$ cat src/hdl/memMapPkg.sv
// Widths, address map, ANTIC and POKEY register offsets, ANTIC update codes
// CPU bus, address union and register bank types
`default_nettype none

package memMapPkg;

  localparam int DataW    = 8;
  localparam int AddrW    = 16;
  localparam int RamAddrW = 14;

  // Region limits
  localparam logic [AddrW-1:0] RamTop  = 16'h4000; // Below is work RAM
  localparam logic [AddrW-1:0] CartTop = 16'hC000; // Cartridge up to here, registers above

  localparam logic [7:0] AnticPage = 8'hD4;
  localparam logic [7:0] PokeyPage = 8'hE8;

  // ANTIC offsets
  localparam logic [7:0] AnticDmactl = 8'h00;
  localparam logic [7:0] AnticChactl = 8'h01;
  localparam logic [7:0] AnticDlistl = 8'h02;
  localparam logic [7:0] AnticDlisth = 8'h03;
  localparam logic [7:0] AnticHscrol = 8'h04;
  localparam logic [7:0] AnticVscrol = 8'h05;
  localparam logic [7:0] AnticPmbase = 8'h07;
  localparam logic [7:0] AnticChbase = 8'h09;
  localparam logic [7:0] AnticWsync  = 8'h0A;
  localparam logic [7:0] AnticVcount = 8'h0B; // Read only
  localparam logic [7:0] AnticPenh   = 8'h0C; // Read only
  localparam logic [7:0] AnticPenv   = 8'h0D; // Read only
  localparam logic [7:0] AnticNmien  = 8'h0E;
  localparam logic [7:0] AnticNmist  = 8'h0F;

  // POKEY offsets, reads share the same numbers
  localparam logic [7:0] PokeyAudf1  = 8'h00;
  localparam logic [7:0] PokeyAudc1  = 8'h01;
  localparam logic [7:0] PokeyAudf2  = 8'h02;
  localparam logic [7:0] PokeyAudc2  = 8'h03;
  localparam logic [7:0] PokeyAudf3  = 8'h04;
  localparam logic [7:0] PokeyAudc3  = 8'h05;
  localparam logic [7:0] PokeyAudf4  = 8'h06;
  localparam logic [7:0] PokeyAudc4  = 8'h07;
  localparam logic [7:0] PokeyAudctl = 8'h08;
  localparam logic [7:0] PokeyStimer = 8'h09; // Strobe only
  localparam logic [7:0] PokeySkrest = 8'h0A;
  localparam logic [7:0] PokeyPotgo  = 8'h0B; // Strobe only
  localparam logic [7:0] PokeySerout = 8'h0D;
  localparam logic [7:0] PokeyIrqen  = 8'h0E;
  localparam logic [7:0] PokeySkctl  = 8'h0F;

  localparam int StrobeCycles = 8;
  localparam int NumStrobes   = 2;
  localparam int StrobePotgo  = 0;
  localparam int StrobeStimer = 1;

  // ANTIC side update codes
  localparam logic [2:0] AnticNone   = 3'd0;
  localparam logic [2:0] AnticDlL    = 3'd1;
  localparam logic [2:0] AnticDlLH   = 3'd2;
  localparam logic [2:0] AnticDlLNmi = 3'd4;
  localparam logic [2:0] AnticDlAll  = 3'd5;
  localparam logic [2:0] AnticNmi    = 3'd6;

  // Flat for region decode, page and offset for register decode
  typedef union packed {
    logic [AddrW-1:0] raw;
    struct packed {
      logic [7:0] page;
      logic [7:0] offset;
    } split;
  } cpuAddrT;

  typedef struct packed {
    cpuAddrT          addr;
    logic             write;
    logic [DataW-1:0] wrData;
  } cpuBusT;

  typedef struct packed {
    logic [2:0] update;
    logic [7:0] dlistl;
    logic [7:0] dlisth;
    logic [7:0] nmist;
    logic [7:0] vcount;
    logic [7:0] penh;
    logic [7:0] penv;
  } anticChipT;

  typedef struct packed {
    logic [7:0] dmactl;
    logic [7:0] chactl;
    logic [7:0] dlistl;
    logic [7:0] dlisth;
    logic [7:0] hscrol;
    logic [7:0] vscrol;
    logic [7:0] pmbase;
    logic [7:0] chbase;
    logic [7:0] wsync;
    logic [7:0] nmien;
    logic [7:0] nmist;
  } anticRegsT;

  typedef struct packed {
    logic [7:0] pot0;
    logic [7:0] pot1;
    logic [7:0] pot2;
    logic [7:0] pot3;
    logic [7:0] pot4;
    logic [7:0] pot5;
    logic [7:0] pot6;
    logic [7:0] pot7;
    logic [7:0] allpot;
    logic [7:0] kbcode;
    logic [7:0] random;
    logic [7:0] serin;
    logic [7:0] irqst;
    logic [7:0] skstat;
  } pokeyInT;

  typedef struct packed {
    logic [7:0] audf1;
    logic [7:0] audc1;
    logic [7:0] audf2;
    logic [7:0] audc2;
    logic [7:0] audf3;
    logic [7:0] audc3;
    logic [7:0] audf4;
    logic [7:0] audc4;
    logic [7:0] audctl;
    logic [7:0] skrest;
    logic [7:0] serout;
    logic [7:0] irqen;
    logic [7:0] skctl;
  } pokeyRegsT;

endpackage

`default_nettype wire

$ cat src/hdl/busSteer.sv
// Region decode, write steering and CPU read data mux
`default_nettype none
`timescale 1ns/1ps

module busSteer (
  input  wire logic                          Fclk,
  input  wire logic                          rst,
  input  wire memMapPkg::cpuBusT             cpu,
  input  wire logic [memMapPkg::DataW-1:0]   ramData,  // Already one cycle late
  input  wire logic [memMapPkg::DataW-1:0]   cartData,
  input  wire logic [memMapPkg::DataW-1:0]   anticRd,
  input  wire logic [memMapPkg::DataW-1:0]   pokeyRd,
  output logic                               ramWrite,
  output logic                               regWrite,
  output logic [memMapPkg::DataW-1:0]        rdData
);
  import memMapPkg::*;

  logic             isRam;
  logic             isCart;
  logic             isReg;
  logic             ramSelQ;
  logic             cartSelQ;
  logic [DataW-1:0] cartQ;
  logic [DataW-1:0] regQ;

  assign isRam  = cpu.addr.raw < RamTop;
  assign isCart = !isRam && (cpu.addr.raw < CartTop);
  assign isReg  = cpu.addr.raw >= CartTop;

  // Cartridge writes go nowhere
  assign ramWrite = cpu.write && isRam;
  assign regWrite = cpu.write && isReg;

  // Line region and non-RAM data up with the RAM output
  always_ff @(posedge Fclk or posedge rst) begin
    if (rst) begin
      ramSelQ  <= 1'b0;
      cartSelQ <= 1'b0;
      cartQ    <= '0;
      regQ     <= '0;
    end else begin
      ramSelQ  <= isRam;
      cartSelQ <= isCart;
      cartQ    <= cartData;
      regQ     <= anticRd | pokeyRd; // Off-page blocks drive zero
    end
  end

  assign rdData = ramSelQ  ? ramData :
                  cartSelQ ? cartQ   :
                             regQ;

endmodule

`default_nettype wire

$ cat config.mk
export PLATFORM = sky130hd
export DESIGN_NAME = busSteer
export DESIGN_NICKNAME = d
export VERILOG_FILES = /design/src/hdl/memMapPkg.sv /design/src/hdl/busSteer.sv
export SDC_FILE = /design/constraint.sdc
export NUM_CORES = 1
export LEC_CHECK = 0
export BUFFER_PORTS_ARGS = -buffer_cell sky130_fd_sc_hd__buf_2
export CAP_MARGIN = 20
export CORE_ASPECT_RATIO = 1.1
export CORE_MARGIN = 2
export CORE_UTILIZATION = 35
export CTS_BUF_LIST = sky130_fd_sc_hd__clkbuf_16
export CTS_CLUSTER_DIAMETER = 30
export DETAILED_ROUTE_END_ITERATION = 10
export PLACE_DENSITY_LB_ADDON = 0.1
export REMOVE_ABC_BUFFERS = 1
export SLEW_MARGIN = 25
export SYNTH_ARGS = -nofsm -noshare
export SYNTH_HDL_FRONTEND = slang
export SYNTH_SLANG_ARGS = --single-unit
$ cat constraint.sdc
create_clock -name Fclk -period 0.8 [get_ports Fclk]
set_input_delay 0.04 -clock Fclk [delete_from_list [all_inputs] [get_ports Fclk]]
set_output_delay 0.04 -clock Fclk [all_outputs]
set_load 0.05 [all_outputs]
* Yosys cells after proc, flatten, opt, wreduce, memory -nomap -nowiden
Cells that the tools add are included.
** Operators by class
- Bitwise logic cells :: 1
- Magnitude comparators :: 3
- Multiplexer cells :: 2
- Reductions and logical operators :: 4
** Operators by type and width (count)
- greater-or-equal comparator 16 bit (second input constant) :: 1
- less-than comparator 16 x 15 -> 1 bit (second input constant) :: 1
- less-than comparator 16 bit (second input constant) :: 1
- two-way mux 8 bit :: 2
- OR 8 bit :: 1
- logical AND 1 bit :: 3
- zero test 1 bit :: 1
** Storage, ports and cells
- Output and inout bits :: 10
- Input bits :: 59
- Word-level logic and storage cells :: 14
- Flip-flop bits (word level) :: 18

* Logic depth before layout (Yosys ltp)
- Word-level depth :: 3
- Depth in mapped cells :: 3

* Least setup slack after synthesis
Ideal clock, no wire load.
- Path type :: flip-flop to output port
- Start :: reg cartSelQ
- End :: out rdData[0] (netlist bit)
- Slack :: -554 ps
- Arrival time :: 1314 ps
- Cell stages (with the launch flop) :: 4
- Cells stage by stage :: dfrtp_1 -> buf_6 -> mux2i_1 -> o21ai_1
** Between the ends
- Cells in the longest elaborated chain, start to end :: 2
** RTL lines
- start, declared :: line busSteer.sv:23 : logic cartSelQ;
- start signal, assigned :: line busSteer.sv:44 : cartSelQ <= isCart;
- two-way mux 8 bit :: line busSteer.sv:51 : cartSelQ ? cartQ :
- two-way mux 8 bit :: line busSteer.sv:50 : assign rdData = ramSelQ ? ramData :
- end, declared :: line busSteer.sv:15 : output logic [memMapPkg::DataW-1:0] rdData
No other way between the ends.

* Worst setup path after layout
- Start :: reg cartSelQ
- End :: out rdData[1] (netlist bit)
The elaborated chain is that of the path after synthesis.

==> flow_summary.json <==
{
  "coreArea_um2": 1978,
  "power_density_nw_per_um2": 2068,
  "end_kind": "output pin",
  "worstMarginPinSlew_ps": 249.5,
  "leakagePower_uw": 0.0006142,
  "hold_buffers": 9,
  "worstPathRequired_ps": 760,
  "hold_violations": 8,
  "hold_class": "input port to flip-flop",
  "setup_viol": 8,
  "ys_types": 9,
  "first_pass_iters": 1,
  "ir_drop_uv": 1314,
  "drive_above_1_share_pct": 50.85,
  "grt_pass1_wl_mm": 2.090,
  "rsz0062_at_grt": "true",
  "fillers": 184,
  "wirelength_mm": 1.372,
  "grt_pass1_vias": 579,
  "seq_area_um2": 451.7,
  "dieArea_um2": 2443,
  "num_vias": 618,
  "die_w_um": 47.31,
  "place.gp.congestion": 0.5808,
  "numCtsBuffers": 3,
  "fin_util_pct": 61.42,
  "finalCriticalPeriod_ps": 1263,
  "cts_buffer_depth": 2,
  "cp.arrival_ps": 1220,
  "violations": "negative hold slack, negative setup slack",
  "cts.sinks": 18,
  "wl_per_cell_um": 9.397,
  "path_max_fanout": 8,
  "yosysSeqAreaShare_pct": 62.39,
  "grt_usage_pct": 12.13,
  "start_kind": "flip-flop",
  "hpwl_um": 999.8,
  "die_h_um": 51.64,
  "antenna_found_initial": 0,
  "num_io_pins": 69,
  "worst_slack_ps": -463.1,
  "syn_area_per_cell_um2": 12.24,
  "run_status": "finished with violations",
  "area_growth_pct": 68.28,
  "critPathKind": "flip-flop to output pin",
  "via_per_inst": 4.233,
  "overflow": 0,
  "period_share_pct": 157.9,
  "cts.reportedPaths.clkPinSlew_ps": 50,
  "drcViolationCount": 0,
  "multi_input_area_um2": 237.7,
  "holdWs_ps": -19.17,
  "maxCapViolations": 0,
  "ys_ff_latch": 18,
  "start_util_pct": 36.50,
  "h-tree-depth": 1,
  "syn_area_um2": 721.9,
  "drtIter0Drc": 0,
  "drv_slew": 0,
  "grt_start_max_net_pins": 19,
  "cts_tree": "built",
  "rows": 17,
  "synthCells": 59,
  "yosysWarnings": 0,
  "port_buffers": 46,
  "max_freq_ghz": 0.7917,
  "fin_nets": 180,
  "clockRootBuffer": "clkbuf_16",
  "diodes": 0,
  "antenna_left": 0,
  "slew_headroom_pct": 83.48
}
[cell type report]
cell class	count	share of cell area, %
clock buffers	3	6.179
clock inverters	1	0.3090
inverters	3	0.9269
multi-input cells	36	19.57
flip-flops and latches	18	37.18
well taps	28	2.884
repair buffers	57	32.96
[flip-flops by register name, summed over array words and instances (netlist names)]
register and cells:
cartQ 8, cartSelQ 1, ramSelQ 1, regQ 8
[logic make-up (layout without fill, tap and decap cells)]
group,Yosys count,in the layout,share of synthesized area [%]
simple gates,18,18,12.83
fa+ha+maj,2,2,3.466
compound gates,8,8,5.546
flops,18,18,62.39
mux,8,8,11.09
buf+inv,5,64,4.679
[layout by cell type (no fill, tap or decap)]
cell type,count
dfrtp_2,1
and2_1,2
ha_1,2
o21ai_1,8
dfrtp_1,17
clkinv_1,1
nand2_1,8
inv_1,3
buf_4,1
or2_2,8
clkbuf_16,3
mux2i_1,8
clkbuf_4,1
buf_2,37
buf_12,1
dlygate4sd3_1,9
buf_6,8
[Yosys cell counts]
cell	count	area [um^2]
and2_1	2	12.51
buf_6	2	22.52
dfrtp_1	18	450.4
ha_1	2	25.02
inv_1	3	11.26
mux2i_1	8	80.08
nand2_1	8	30.03
o21ai_1	8	40.04
or2_2	8	50.05
[timing repair]
| item | 4_1_cts | 5_1_grt |
|---|---|---|
| endpoints found under the hold margin | 34 | 6 |
| gates resized for setup | 12 | 6 |
| buffers inserted | 0 | 0 |
| gates cloned | 0 | 0 |
| pin swaps | 0 | 0 |
| setup endpoints to repair | 8 | 9 |
[per-layer routing]
metal	part of all wire [%]	wire, um	vias to the layer above	global-route usage [%]
met3	6.5	89	2	3.472
met1	37	509	283	13.09
met4	0.51	7	0	5.556
li1	-	-	308	-
met5	0	0	-	0
met2	56	766	25	20.95
[worst max-delay path: stages, from the launching register on]
cell and delay, ps:
dfrtp_2 490, mux2i_1 150, o21ai_1 150, buf_6 180
[worst paths after layout]
kind                               startpoint            endpoint  slack (ps)  cells past startpoint
max in group asynchronous                 rst  cartSelQ$_DFF_PP0_         230                      4
min                                anticRd[4]   regQ[4]$_DFF_PP0_         -20                      2
max                        cartSelQ$_DFF_PP0_           rdData[1]        -460                      3
min in group asynchronous                 rst  cartQ[3]$_DFF_PP0_         370                      4
[stage by stage]
stage | instances | setup WS [ps] | setup TNS [ps] | power (uW) | instance area (um^2)
2_1_floorplan | 57 | -607.5 | -4860 | 1299 | 699.4
3_3_place_gp | 133 | -368.4 | -2912 | 1462 | 992.2
3_5_place_dp | 133 | -381.8 | -2927 | 1469 | 992.2
4_1_cts | 146 | -483.6 | -3771 | 2519 | 1194
5_1_grt | 146 | -533.3 | -4055 | 2628 | 1215
6_report | 146 | -463.1 | -3630 | 2513 | 1215
[power by group]
group	switching [uW]	internal, uW
Clock	299	662
Combinational	299	258
Sequential	32.3	962
Power figures use the tool's default switching activity.
