$ cat config.mk
export PLATFORM = sky130hd
export DESIGN_NAME = strobeStretcher
export DESIGN_NICKNAME = d
export VERILOG_FILES = /design/src/hdl/memMapPkg.sv /design/src/hdl/strobeStretcher.sv
export SDC_FILE = /design/constraint.sdc
export NUM_CORES = 1
export LEC_CHECK = 0
export ABC_CLOCK_PERIOD_IN_PS = 3500
export BUFFER_PORTS_ARGS = -buffer_cell sky130_fd_sc_hd__buf_2
export CAP_MARGIN = 20
export CORE_AREA = 2 2 39 41
export DETAILED_ROUTE_END_ITERATION = 10
export DIE_AREA = 0 0 41 43
export MAX_ROUTING_LAYER = met4
export PLACE_DENSITY_LB_ADDON = 0.2
export SLEW_MARGIN = 20
export SYNTH_ARGS = -nofsm -noshare
export SYNTH_HDL_FRONTEND = slang
export SYNTH_SLANG_ARGS = --single-unit
$ cat constraint.sdc
create_clock -name Fclk -period 3.5 [get_ports Fclk]
set_clock_uncertainty 0.05 [all_clocks]
set_input_delay 0.175 -clock Fclk [delete_from_list [all_inputs] [get_ports Fclk]]
set_output_delay 0.175 -clock Fclk [all_outputs]
set_load 0.01 [all_outputs]
$ cat src/hdl/memMapPkg.sv
// Widths, address map, ANTIC and POKEY register offsets, ANTIC update codes
// CPU bus, address union and register bank types
`default_nettype none

package memMapPkg;

  localparam int DataW    = 8;
  localparam int AddrW    = 16;
  localparam int RamAddrW = 14;

  // Region limits
  localparam logic [AddrW-1:0] RamTop  = 16'h4000; // Below is work RAM
  localparam logic [AddrW-1:0] CartTop = 16'hC000; // Cartridge up to here, registers above

  localparam logic [7:0] AnticPage = 8'hD4;
  localparam logic [7:0] PokeyPage = 8'hE8;

  // ANTIC offsets
  localparam logic [7:0] AnticDmactl = 8'h00;
  localparam logic [7:0] AnticChactl = 8'h01;
  localparam logic [7:0] AnticDlistl = 8'h02;
  localparam logic [7:0] AnticDlisth = 8'h03;
  localparam logic [7:0] AnticHscrol = 8'h04;
  localparam logic [7:0] AnticVscrol = 8'h05;
  localparam logic [7:0] AnticPmbase = 8'h07;
  localparam logic [7:0] AnticChbase = 8'h09;
  localparam logic [7:0] AnticWsync  = 8'h0A;
  localparam logic [7:0] AnticVcount = 8'h0B; // Read only
  localparam logic [7:0] AnticPenh   = 8'h0C; // Read only
  localparam logic [7:0] AnticPenv   = 8'h0D; // Read only
  localparam logic [7:0] AnticNmien  = 8'h0E;
  localparam logic [7:0] AnticNmist  = 8'h0F;

  // POKEY offsets, reads share the same numbers
  localparam logic [7:0] PokeyAudf1  = 8'h00;
  localparam logic [7:0] PokeyAudc1  = 8'h01;
  localparam logic [7:0] PokeyAudf2  = 8'h02;
  localparam logic [7:0] PokeyAudc2  = 8'h03;
  localparam logic [7:0] PokeyAudf3  = 8'h04;
  localparam logic [7:0] PokeyAudc3  = 8'h05;
  localparam logic [7:0] PokeyAudf4  = 8'h06;
  localparam logic [7:0] PokeyAudc4  = 8'h07;
  localparam logic [7:0] PokeyAudctl = 8'h08;
  localparam logic [7:0] PokeyStimer = 8'h09; // Strobe only
  localparam logic [7:0] PokeySkrest = 8'h0A;
  localparam logic [7:0] PokeyPotgo  = 8'h0B; // Strobe only
  localparam logic [7:0] PokeySerout = 8'h0D;
  localparam logic [7:0] PokeyIrqen  = 8'h0E;
  localparam logic [7:0] PokeySkctl  = 8'h0F;

  localparam int StrobeCycles = 8;
  localparam int NumStrobes   = 2;
  localparam int StrobePotgo  = 0;
  localparam int StrobeStimer = 1;

  // ANTIC side update codes
  localparam logic [2:0] AnticNone   = 3'd0;
  localparam logic [2:0] AnticDlL    = 3'd1;
  localparam logic [2:0] AnticDlLH   = 3'd2;
  localparam logic [2:0] AnticDlLNmi = 3'd4;
  localparam logic [2:0] AnticDlAll  = 3'd5;
  localparam logic [2:0] AnticNmi    = 3'd6;

  // Flat for region decode, page and offset for register decode
  typedef union packed {
    logic [AddrW-1:0] raw;
    struct packed {
      logic [7:0] page;
      logic [7:0] offset;
    } split;
  } cpuAddrT;

  typedef struct packed {
    cpuAddrT          addr;
    logic             write;
    logic [DataW-1:0] wrData;
  } cpuBusT;

  typedef struct packed {
    logic [2:0] update;
    logic [7:0] dlistl;
    logic [7:0] dlisth;
    logic [7:0] nmist;
    logic [7:0] vcount;
    logic [7:0] penh;
    logic [7:0] penv;
  } anticChipT;

  typedef struct packed {
    logic [7:0] dmactl;
    logic [7:0] chactl;
    logic [7:0] dlistl;
    logic [7:0] dlisth;
    logic [7:0] hscrol;
    logic [7:0] vscrol;
    logic [7:0] pmbase;
    logic [7:0] chbase;
    logic [7:0] wsync;
    logic [7:0] nmien;
    logic [7:0] nmist;
  } anticRegsT;

  typedef struct packed {
    logic [7:0] pot0;
    logic [7:0] pot1;
    logic [7:0] pot2;
    logic [7:0] pot3;
    logic [7:0] pot4;
    logic [7:0] pot5;
    logic [7:0] pot6;
    logic [7:0] pot7;
    logic [7:0] allpot;
    logic [7:0] kbcode;
    logic [7:0] random;
    logic [7:0] serin;
    logic [7:0] irqst;
    logic [7:0] skstat;
  } pokeyInT;

  typedef struct packed {
    logic [7:0] audf1;
    logic [7:0] audc1;
    logic [7:0] audf2;
    logic [7:0] audc2;
    logic [7:0] audf3;
    logic [7:0] audc3;
    logic [7:0] audf4;
    logic [7:0] audc4;
    logic [7:0] audctl;
    logic [7:0] skrest;
    logic [7:0] serout;
    logic [7:0] irqen;
    logic [7:0] skctl;
  } pokeyRegsT;

endpackage

`default_nettype wire

$ cat src/hdl/strobeStretcher.sv
// One-cycle request to fixed-width strobe
`default_nettype none
`timescale 1ns/1ps

module strobeStretcher #(
  parameter int Cycles = memMapPkg::StrobeCycles
) (
  input  wire logic Fclk,
  input  wire logic rst,
  input  wire logic req,
  output logic      strobe
);

  logic [$clog2(Cycles+1)-1:0] count; // Cycles left high

  always_ff @(posedge Fclk or posedge rst) begin
    if (rst) begin
      count <= '0;
    end else if (req) begin
      count <= Cycles[$clog2(Cycles+1)-1:0]; // Restart on every request
    end else if (count != '0) begin
      count <= count - 1'b1;
    end
  end

  assign strobe = count != '0;

endmodule

`default_nettype wire

== After elaboration in Yosys (flattened, before gate mapping) ==
Cells that the tools add are included.

* Logic and storage cells: 6
* Input port bits: 3
* Bits in registers: 4
* Output and inout bits: 1

* Mux-type cells: 2
* $add $sub $neg: 1
* Reduce and logical (&&, ||, !) cells: 2

{| class="wikitable"
|+ Operators by type and width
! kind !! number
|-
| 4-bit 2-to-1 mux || 2
|-
| 4-bit nonzero test || 1
|-
| 4-bit by 1-bit subtractor with 4-bit output (second input constant) || 1
|-
| 2-bit nonzero test || 1
|}

== Longest topological paths before layout ==
Gate-level depths: netlist of run 1.

* Depth in word-level cells: 3
* Mapped depth: 4
* Gate-level depth less buffers: 4

== Worst setup path after synthesis of run 1 ==
Ideal clock, no wire load.

* Kind: reg2reg
* From: register count[0]
* To: register count[0]
* Path buffers: 0
* Library setup time: 0.125 ns
* Clock period less this slack: 1.521 ns
* Stages on the path, launching flop included: 5
* Arrival: 1.346 ns
* Slack: 1.979 ns
* Required time: 3.325 ns
* Cells stage by stage: dfrtp_1 -> inv_1 -> ha_1 -> or3b_4 -> mux2_4

* Elaborated cells on any way between the ends: 5
* Classes of those cells: add/sub: 1; mux: 2; reduce/logical: 2

{| class="wikitable"
|+ RTL lines
! what !! RTL line !! text
|-
| start: declaration || strobeStretcher.sv:14 || <nowiki>logic [$clog2(Cycles+1)-1:0] count;</nowiki>
|-
| start signal: assignment || strobeStretcher.sv:20 || <nowiki>count <= Cycles[$clog2(Cycles+1)-1:0];</nowiki>
|-
| start signal: assignment || strobeStretcher.sv:22 || <nowiki>count <= count - 1'b1;</nowiki>
|-
| 4-bit nonzero test || n/a ||
|-
| via strobe || strobeStretcher.sv:11 || <nowiki>output logic strobe</nowiki>
|-
| 2-bit nonzero test (no line) || n/a ||
|}

The timed path passes the listed nets, and every way through them passes these cells. The select of a mux whose other input is x is not followed.
A chain may end at the register's enable or synchronous reset.

== Final worst setup path of run 1 ==
* From: register count[0]
* To: output port strobe

* Longest elaborated chain between the ends: 1

{| class="wikitable"
|+ Ends and longest elaborated chain
! what !! RTL line !! text
|-
| 4-bit nonzero test || strobeStretcher.sv:26 || <nowiki>assign strobe = count != '0;</nowiki>
|-
| end: declaration || strobeStretcher.sv:11 ||
|}

Every way passes these cells.

==> summary.txt, run 1 <==
Final layout
  – Number of flip-flops in the largest register: 4
  – # diodes: 0
  – Largest register by flop count: count
  – Area Growth Syn to Fin: 30.5%
  – Final core utilization: 0.209
  – Leading registers by flop count: count: 4 flops
  – Fillers: about 160
  – Share of cells above drive strength 1: 0.286
  – NumNets Final: 34

Logic synthesis
  – Seq/Total Area, Yosys: 0.452
  – Leading register cell type out of synthesis: dfrtp_1
  – Post-Syn Instances: 21
  – Post-synth ARST share: 1.00
  – Synthesis Warnings: 0
  – Synth Cell Area: between 200 and 250 µm²
  – Synth cell count leaders: dfrtp_1 (4), inv_1 (3), nor2_1 (2)
  – Area leader, netlist: dfrtp_1
  – Largest cells by area after synthesis: dfrtp_1 (45%), mux2_4 (6.8%), ha_1 (5.6%)
  – Most frequent cell after synthesis: dfrtp_1
  – Yosys top cell area share: 0.452
  – Syn Area/Cell: 10.5 µm²
  – Synthesized net count: 25
  – Distinct cell type count after synthesis: 15
  – Synth Register Bits: 4
  – EDFF count, synth: 0

CTS
  – Deepest clock path buffer count: 2
  – CTS sink count: 4
  – Clock transition at path regs: 0.04 ns
  – CTS tree: done
  – # resized after CTS: 0
  – Setup bufs post-CTS: 0
  – Worst-Skew Late Latency: 0.24 ns
  – Num CTS Buffers: 3
  – Root Driver: clkbuf_4
  – H-tree lvl count: 1

STA
  – Post-route clock period utilization: 0.497
  – Slew headroom: 0.832
  – Final hold vios: 0
  – Least-Margin Pin Slew: 0.249 ns
  – Final Max Slew Viols: 0
  – Clock period minus worst slack: 1.74 ns
  – Setup TNS: 0 ns
  – Highest clock rate: 574 MHz
  – Setup ws final: 1.76 ns
  – Unrepaired setup endpoints after global routing: false
  – Setup-failing EPs final: 0

Global route
  – Global-route wire length before repair: around 790 µm
  – GRT Total Usage: 0.0804
  – Antenna violations before repair: 0
  – Grt ovf: 0
  – Vias in the first global route: 201
  – Largest net degree at the start of global routing: 7

Power
  – Cell area power density: 820 nW/µm²
  – Total chip power: 0.000237 W
  – Maximum vdd ir drop: approximately 0.28 mV
  – LEAKAGE: about 0.13 nW

Placement
  – Port buffer count: 3
  – Post-DP HPWL: between 300 and 400 µm
  – Dpl ws: between 1.5 and 2 ns
  – Placer congestion estimate: 0.690

Drt
  – Drt wl/cell: roughly 10 µm
  – Post-Route WL: 459 µm
  – Drt first pass iters: 4
  – First-iteration detailed-routing DRC count: 4
  – Post-route ant nets: 0
  – Residual DRC: 0
  – Total vias in the final route: 184
  – DR vias/cell: 4.18

Worst setup path
  – CP Capture Type: primary output
  – Crit-path max FO: 5
  – Worst Path Required: ~3.3 ns
  – Worst endpoint data arrival time: 1.52 ns
  – Worst setup SP type: flip-flop
  – CP Class: reg2out

Floorplan
  – DIE WIDTH: 41 µm
  – Rows: 14
  – Die ar.: 1760 µm²
  – Boundary pin count: 4
  – Initial Util: 0.160
  – Die H: 43 µm
  – Core area: 1380 µm²

Hold path
  – Worst hold path type: in2reg

Run
  – Max-cap violations: 0

Run status
  – Status: completed
-- routing by layer --
layer,part of all wire,vias to the layer above,track usage
li1,-,89,-
met1,0.40,89,0.0647
met2,0.54,4,0.106
met3,0.024,2,0.0471
met4,0.041,0,0.100
met5,0,-,-
-- cell families after synthesis --
logic type               Yosys count  synth area share
AND/OR/NAND/NOR                    8             0.237
AO/OA/AOI/OAI                      4             0.136
flip-flops                         4             0.452
buffers and inverters              3            0.0508
multiplexers                       1            0.0678
adder cells (fa/ha/maj)            1            0.0565
-- critical path, stage by stage, from the launching register on --
cell     delay, ns
dfrtp_1       0.42
inv_1         0.08
ha_1          0.22
or3b_4        0.42
buf_2         0.15
-- worst paths after layout --
check / from / to / slack [ns] / cells after the start
hold reg to reg: count[3]$_DFFE_PP0P_ / count[2]$_DFFE_PP0P_ / 0.56 / 2
setup / recovery: count[0]$_DFFE_PP0P_ / strobe / 1.76 / 4
setup reg to reg: count[0]$_DFFE_PP0P_ / count[0]$_DFFE_PP0P_ / 1.90 / 4
hold / removal: req / count[2]$_DFFE_PP0P_ / 0.11 / 2
min in group asynchronous: rst / count[2]$_DFFE_PP0P_ / 0.33 / 3
max in group asynchronous: rst / count[1]$_DFFE_PP0P_ / 2.91 / 3
-- area by class of cell --
cell class                      count  area, µm²  share of cell area
Sequential cell                     4        100               0.346
Timing Repair Buffer                4       25.0              0.0866
Tap cell                           16       20.0              0.0693
Multi-Input combinational cell     14        110               0.381
Clock buffer                        3       22.5              0.0779
Inverter                            3       11.3              0.0390
-- power by group --
part	leakage (nW)	internal, W	switching [W]
Combinational	0.0674	0.0000531	0.0000355
Clock	0.0138	0.0000384	0.0000189
Sequential	0.0488	0.0000657	0.0000254
-- through the flow --
step	hold slack [ns]	instances	instance area (µm²)
after global placement	0.0189	40	256
after floorplan	-0.109	21	221
after global routing	0.101	44	289
after detailed placement	0.0234	40	256
after CTS	0.0980	44	289
final	0.108	44	289
-- cells in the final DEF (no fill, tap or decap), types with 2 or more instances in the layout --
master | Yosys | final
nor2_1 | 2 | 2
inv_1 | 3 | 3
buf_2 | 0 | 3
dfrtp_1 | 4 | 4
clkbuf_4 | 0 | 3
-- what timing repair did --
| item | CTS | global route |
|---|---|---|
| setup endpoints to repair | 0 | 0 |
| hold endpoints to repair | 4 | 0 |
| hold buffers | 1 | 0 |
No activity file was read; power rests on OpenSTA's default activity.
==> run 2: changes to the inputs <==
- ABC_CLOCK_PERIOD_IN_PS: 3500 -> 1500
- clock period: 3.5 -> 1.5 ns (I/O delays scaled with it)
==> run 2 against run 1 <==
Compared with the run above: sequential power is 120% higher; flip-flop and latch count unchanged; sequential share of layout area decreased by 4.8 points; design area grew 16%; count of clock-buffer cells in the layout unchanged; total power rose to 2.7 times the previous value; first-iteration DRC count decreased by 50%; die area stayed put; critical path type unchanged; highest routed layer is now met3.
==> summary.txt, run 2 (synthesis gave the netlist of run 1 again) <==
Floorplan
  – Core area: 1380 µm²
  – Rows: 14
  – Die ar.: 1760 µm²
  – DIE WIDTH: 41 µm
  – Die H: 43 µm
  – Initial Util: 0.160
  – Boundary pin count: 4

Worst setup path
  – Worst Path Required: 1.37 ns
  – CP cell instances: inv_1 > ha_2 > or3b_4 > buf_6
  – CP Class: reg2out
  – Worst setup SP type: flip-flop
  – Levels on crit path: 4
  – Critical path's slowest cell: or3b_4
  – R2R cell count: 4
  – Crit-path max FO: 3
  – Top cell family by delay on the critical path: simple AND/OR/NAND/NOR gates
  – Max stage delay on crit path: 0.40 ns
  – Worst endpoint data arrival time: around 1.4 ns
  – CP Capture Type: primary output
  – Worst Path Buf+Inv: 2

CTS
  – Num CTS Buffers: 3
  – Root Driver: clkbuf_4
  – CTS sink count: 4
  – CTS tree: done
  – H-tree lvl count: 1
  – Clock transition at path regs: about 0.030 ns
  – Worst-Skew Late Latency: 0.23 ns
  – Deepest clock path buffer count: 2

STA
  – Post-route clock period utilization: 0.996
  – Final hold vios: 0
  – Final Max Slew Viols: 0
  – Clock period minus worst slack: 1.49 ns
  – Setup ws final: 0.00561 ns
  – Slew headroom: 0.791
  – Unrepaired setup endpoints after global routing: true
  – Highest clock rate: between 600 and 700 MHz
  – Setup-failing EPs final: 0
  – Least-Margin Pin Slew: 0.310 ns
  – Worst hold slack: 0.0174 ns

Drt
  – First-iteration detailed-routing DRC count: 2
  – DR vias/cell: 3.98
  – Total vias in the final route: 195
  – Residual DRC: 0
  – Post-Route WL: 416 µm
  – Drt first pass iters: 5
  – Drt wl/cell: between 8 and 9 µm
  – Post-route ant nets: 0

Global route
  – Antenna violations before repair: 0
  – GRT Total Usage: 0.0691
  – Vias in the first global route: 191
  – Largest net degree at the start of global routing: 7
  – Global-route wire length before repair: approximately 730 µm
  – Grt ovf: 0

Placement
  – Placement Cell Area: 282 µm²
  – Placer congestion estimate: around 0.78
  – Dpl ws: 0.0398 ns
  – Dpl cells: 43
  – Post-DP HPWL: roughly 340 µm
  – Port buffer count: 3

Final layout
  – Final core utilization: 0.242
  – Area Growth Syn to Fin: 51.4%
  – Number of flip-flops in the largest register: 4
  – NumNets Final: 39
  – Commonest cells after routing, fill and taps aside: buf_4 (5), dfrtp_1 (4), inv_1 (3), clkbuf_4 (3)
  – Largest register by flop count: count
  – Post-Layout Inst Area: 335 µm²
  – Leading registers by flop count: count: 4 flops
  – Fillers: ~150
  – # diodes: 0
  – Share of cells above drive strength 1: 0.424
  – Post-Layout Cell Count: 49
  – Most common cell after layout, fill and taps aside: buf_4

Run status
  – Status: completed

Power
  – Maximum vdd ir drop: about 0.68 mV
  – LEAKAGE: 0.157 nW
  – Cell area power density: 1910 nW/µm²

Hold path
  – Worst hold path type: in2reg
  – Hold depth: 2

Run
  – Max-cap violations: 0
==> run 2: cell types whose count changed in the layout (fill, tap and decap cells not counted) <==
cell / previous run / this run
ha_2: 0 / 1
buf_4: 0 / 5
buf_6: 0 / 1
ha_1: 1 / 0
buf_2: 3 / 2
==> run 2: final timing paths <==
check / slack (ns) / from / end
min in group asynchronous: 0.22 / rst / count[3]$_DFFE_PP0P_
setup / recovery: 0.006 / count[0]$_DFFE_PP0P_ / strobe
hold / removal: 0.02 / req / count[2]$_DFFE_PP0P_
max in group asynchronous: 1.03 / rst / count[1]$_DFFE_PP0P_
hold reg to reg: 0.55 / count[2]$_DFFE_PP0P_ / count[2]$_DFFE_PP0P_
setup reg to reg: 0.03 / count[0]$_DFFE_PP0P_ / count[0]$_DFFE_PP0P_
==> run 2: power breakdown <==
group,switching (W),total (W),internal (W)
sequential,0.0000434,0.000197,0.000153
combinational,0.000113,0.000315,0.000202
clock,0.0000388,0.000128,0.0000891
==> run 2: cell type report <==
type	count	area (µm²)	area share
Inverter	3	11.3	0.0336
Timing Repair Buffer	9	68.8	0.205
Clock buffer	3	22.5	0.0672
Tap cell	16	20.0	0.0597
Multi-Input combinational cell	14	113	0.336
Sequential cell	4	100	0.299
==> run 2: routing by layer <==
metal / wire length, µm / track usage / vias up
met1: 190 / 0.0714 / 91
li1: - / - / 99
met2: 201 / 0.0844 / 5
met4: 0 / 0.0600 / 0
met3: 24 / 0.0471 / 0
met5: 0 / - / -
==> run 2: timing repair <==
item | CTS | global route
hold buffers | 1 | 0
hold endpoints to repair | 4 | 0
setup endpoints to repair | 1 | 2
buffers inserted | 1 | 1
gates resized for setup | 1 | 0
pin swaps | 0 | 1
==> run 2: per-stage QoR <==
stage | total power [W] | TNS (ns)
after CTS | 0.000640 | -0.00360
after global routing | 0.000699 | -0.0790
after global placement | 0.000467 | 0
final | 0.000640 | 0
after detailed placement | 0.000471 | 0
after floorplan | 0.000371 | -0.0104
==> run 3: changes to the inputs <==
- BUFFER_PORTS_ARGS: -buffer_cell sky130_fd_sc_hd__buf_2 -> -buffer_cell sky130_fd_sc_hd__buf_4
==> run 3 against run 2 <==
Compared with the run above: the flow now finishes with violations (setup timing); hold slack improved by 0.21 ns; sequential share of layout area is 0.65 points lower; total power grew 0.84%; sequential power is essentially flat.
==> summary.txt, run 3 (synthesis gave the netlist of run 1 again) <==
CTS
  – Clock transition at path regs: around 0.04 ns
  – Num CTS Buffers: 3
  – Root Driver: clkbuf_4
  – Worst-Skew Late Latency: between 0.2 and 0.25 ns
  – H-tree lvl count: 1
  – Deepest clock path buffer count: 2
  – CTS tree: done
  – CTS sink count: 4

Worst setup path
  – CP Capture Type: primary output
  – Critical path's slowest cell: or3b_4
  – Worst Path Required: 1.37 ns
  – Max stage delay on crit path: around 0.41 ns
  – Worst endpoint data arrival time: 1.38 ns
  – Worst setup SP type: flip-flop
  – CP cell instances: inv_1 > ha_2 > or3b_4 > buf_6
  – CP Class: reg2out
  – Crit-path max FO: 3

Power
  – Cell area power density: 1880 nW/µm²
  – Flop pwr share: 0.308
  – Sw Pwr: about 0.00021 W
  – Comb pwr share: 0.486
  – Total chip power: 0.000645 W
  – Internal power: 0.000434 W
  – Maximum vdd ir drop: 0.630 mV
  – LEAKAGE: 0.158 nW
  – Clk pwr share: 0.206
  – Sw Ratio: 0.327

Floorplan
  – DIE WIDTH: 41 µm
  – Boundary pin count: 4
  – Die ar.: 1760 µm²
  – Rows: 14
  – Die H: 43 µm
  – Initial Util: 0.160
  – Core area: 1380 µm²

STA
  – Setup TNS: -0.00498 ns
  – Setup-failing EPs final: 1
  – Final Max Slew Viols: 0
  – Worst hold slack: between 0.2 and 0.25 ns
  – Post-route clock period utilization: 1.00
  – Slew headroom: 0.820
  – Highest clock rate: 664 MHz
  – Setup ws final: -0.00498 ns
  – Unrepaired setup endpoints after global routing: true
  – Final hold vios: 0
  – Least-Margin Pin Slew: 0.266 ns
  – Clock period minus worst slack: 1.50 ns

Drt
  – Drt wl/cell: between 9 and 10 µm
  – Total vias in the final route: 202
  – First-iteration detailed-routing DRC count: 6
  – Post-Route WL: 485 µm
  – DR vias/cell: between 4 and 5
  – Residual DRC: 0
  – Post-route ant nets: 0
  – Drt first pass iters: 3

Global route
  – Antenna violations before repair: 0
  – Grt ovf: 0
  – Global-route wire length before repair: roughly 890 µm
  – Vias in the first global route: 234
  – GRT Total Usage: 0.0814
  – Largest net degree at the start of global routing: 7

Final layout
  – Share of cells above drive strength 1: 0.394
  – Commonest cells after routing, fill and taps aside: buf_4 (6), dfrtp_1 (4), inv_1 (3), clkbuf_4 (3)
  – # diodes: 0
  – Area Growth Syn to Fin: 54.8%
  – Largest register by flop count: count
  – NumNets Final: 39
  – Post-Layout Inst Area: 343 µm²
  – Leading registers by flop count: count: 4 flops
  – Fillers: 140
  – Number of flip-flops in the largest register: 4
  – Most common cell after layout, fill and taps aside: buf_4

Placement
  – Placer congestion estimate: 0.804
  – Placement Cell Area: 289 µm²
  – Post-DP HPWL: 340 µm
  – Port buffer count: 3

Run status
  – Status: finished with violations
  – Failing checks: setup timing

Run
  – Max-cap violations: 0

Hold path
  – Worst hold path type: in2async
-- run 3: cell count changes in the layout (fill, tap and decap cells not counted) --
cell,before,now
buf_2,2,0
buf_4,5,6
dlygate4sd3_1,1,2
-- run 3: final timing paths --
kind	slack, ns	to	startpoint	cells past startpoint
hold reg to reg	0.56	count[2]$_DFFE_PP0P_	count[2]$_DFFE_PP0P_	2
hold / removal	0.23	count[1]$_DFFE_PP0P_	rst	3
setup / recovery	-0.005	strobe	count[1]$_DFFE_PP0P_	4
setup reg to reg	0.02	count[0]$_DFFE_PP0P_	count[1]$_DFFE_PP0P_	4
max in group asynchronous	1.02	count[2]$_DFFE_PP0P_	rst	3
min in group Fclk	0.52	count[1]$_DFFE_PP0P_	req	3
-- run 3: timing repair --
| item | in CTS | in global routing |
|---|---|---|
| hold endpoints to repair | 6 | 0 |
| setup buffers | 1 | 0 |
| endpoints found under the setup margin | 1 | 2 |
| pin swaps | 1 | 1 |
| gates resized for setup | 1 | 0 |
| hold buffers | 2 | 0 |
-- run 3: worst max-delay path: cells and delay by family (launching register included) --
family        cells  cell delay (ns)
simple gates      1             0.41
flops             1             0.37
buf+inv           2             0.20
fa+ha+maj         1             0.17
-- run 3: final cells by class --
class / count / area, µm² / share of cell area
Timing Repair Buffer: 9 / 76.3 / 0.223
Multi-Input combinational cell: 14 / 113 / 0.328
Tap cell: 16 / 20.0 / 0.0584
Inverter: 3 / 11.3 / 0.0328
Clock buffer: 3 / 22.5 / 0.0657
Sequential cell: 4 / 100 / 0.292
-- run 3: through the flow --
step | setup slack [ns] | util | instances
6_report | -0.00498 | 0.248 | 49
4_1_cts | -0.0210 | 0.248 | 49
5_1_grt | -0.0576 | 0.248 | 49
2_1_floorplan | -0.0104 | - | 21
3_5_place_dp | 0.0333 | 0.209 | 43
3_3_place_gp | 0.0476 | 0.209 | 43
-- run 3: power by group through the flow --
stage	logic, W	clock network [W]	registers, W
floorplan	0.000174	0	0.000197
global placement	0.000279	0	0.000196
detailed placement	0.000285	0	0.000199
CTS	0.000313	0.000141	0.000198
global route	0.000340	0.000149	0.000207
finish	0.000313	0.000133	0.000199
-- run 3: per-layer routing --
layer | track usage | share of wire
met2 | 0.103 | 0.49
met1 | 0.0906 | 0.48
met3 | 0.0314 | 0.025
met5 | - | 0
met4 | 0.0800 | 0
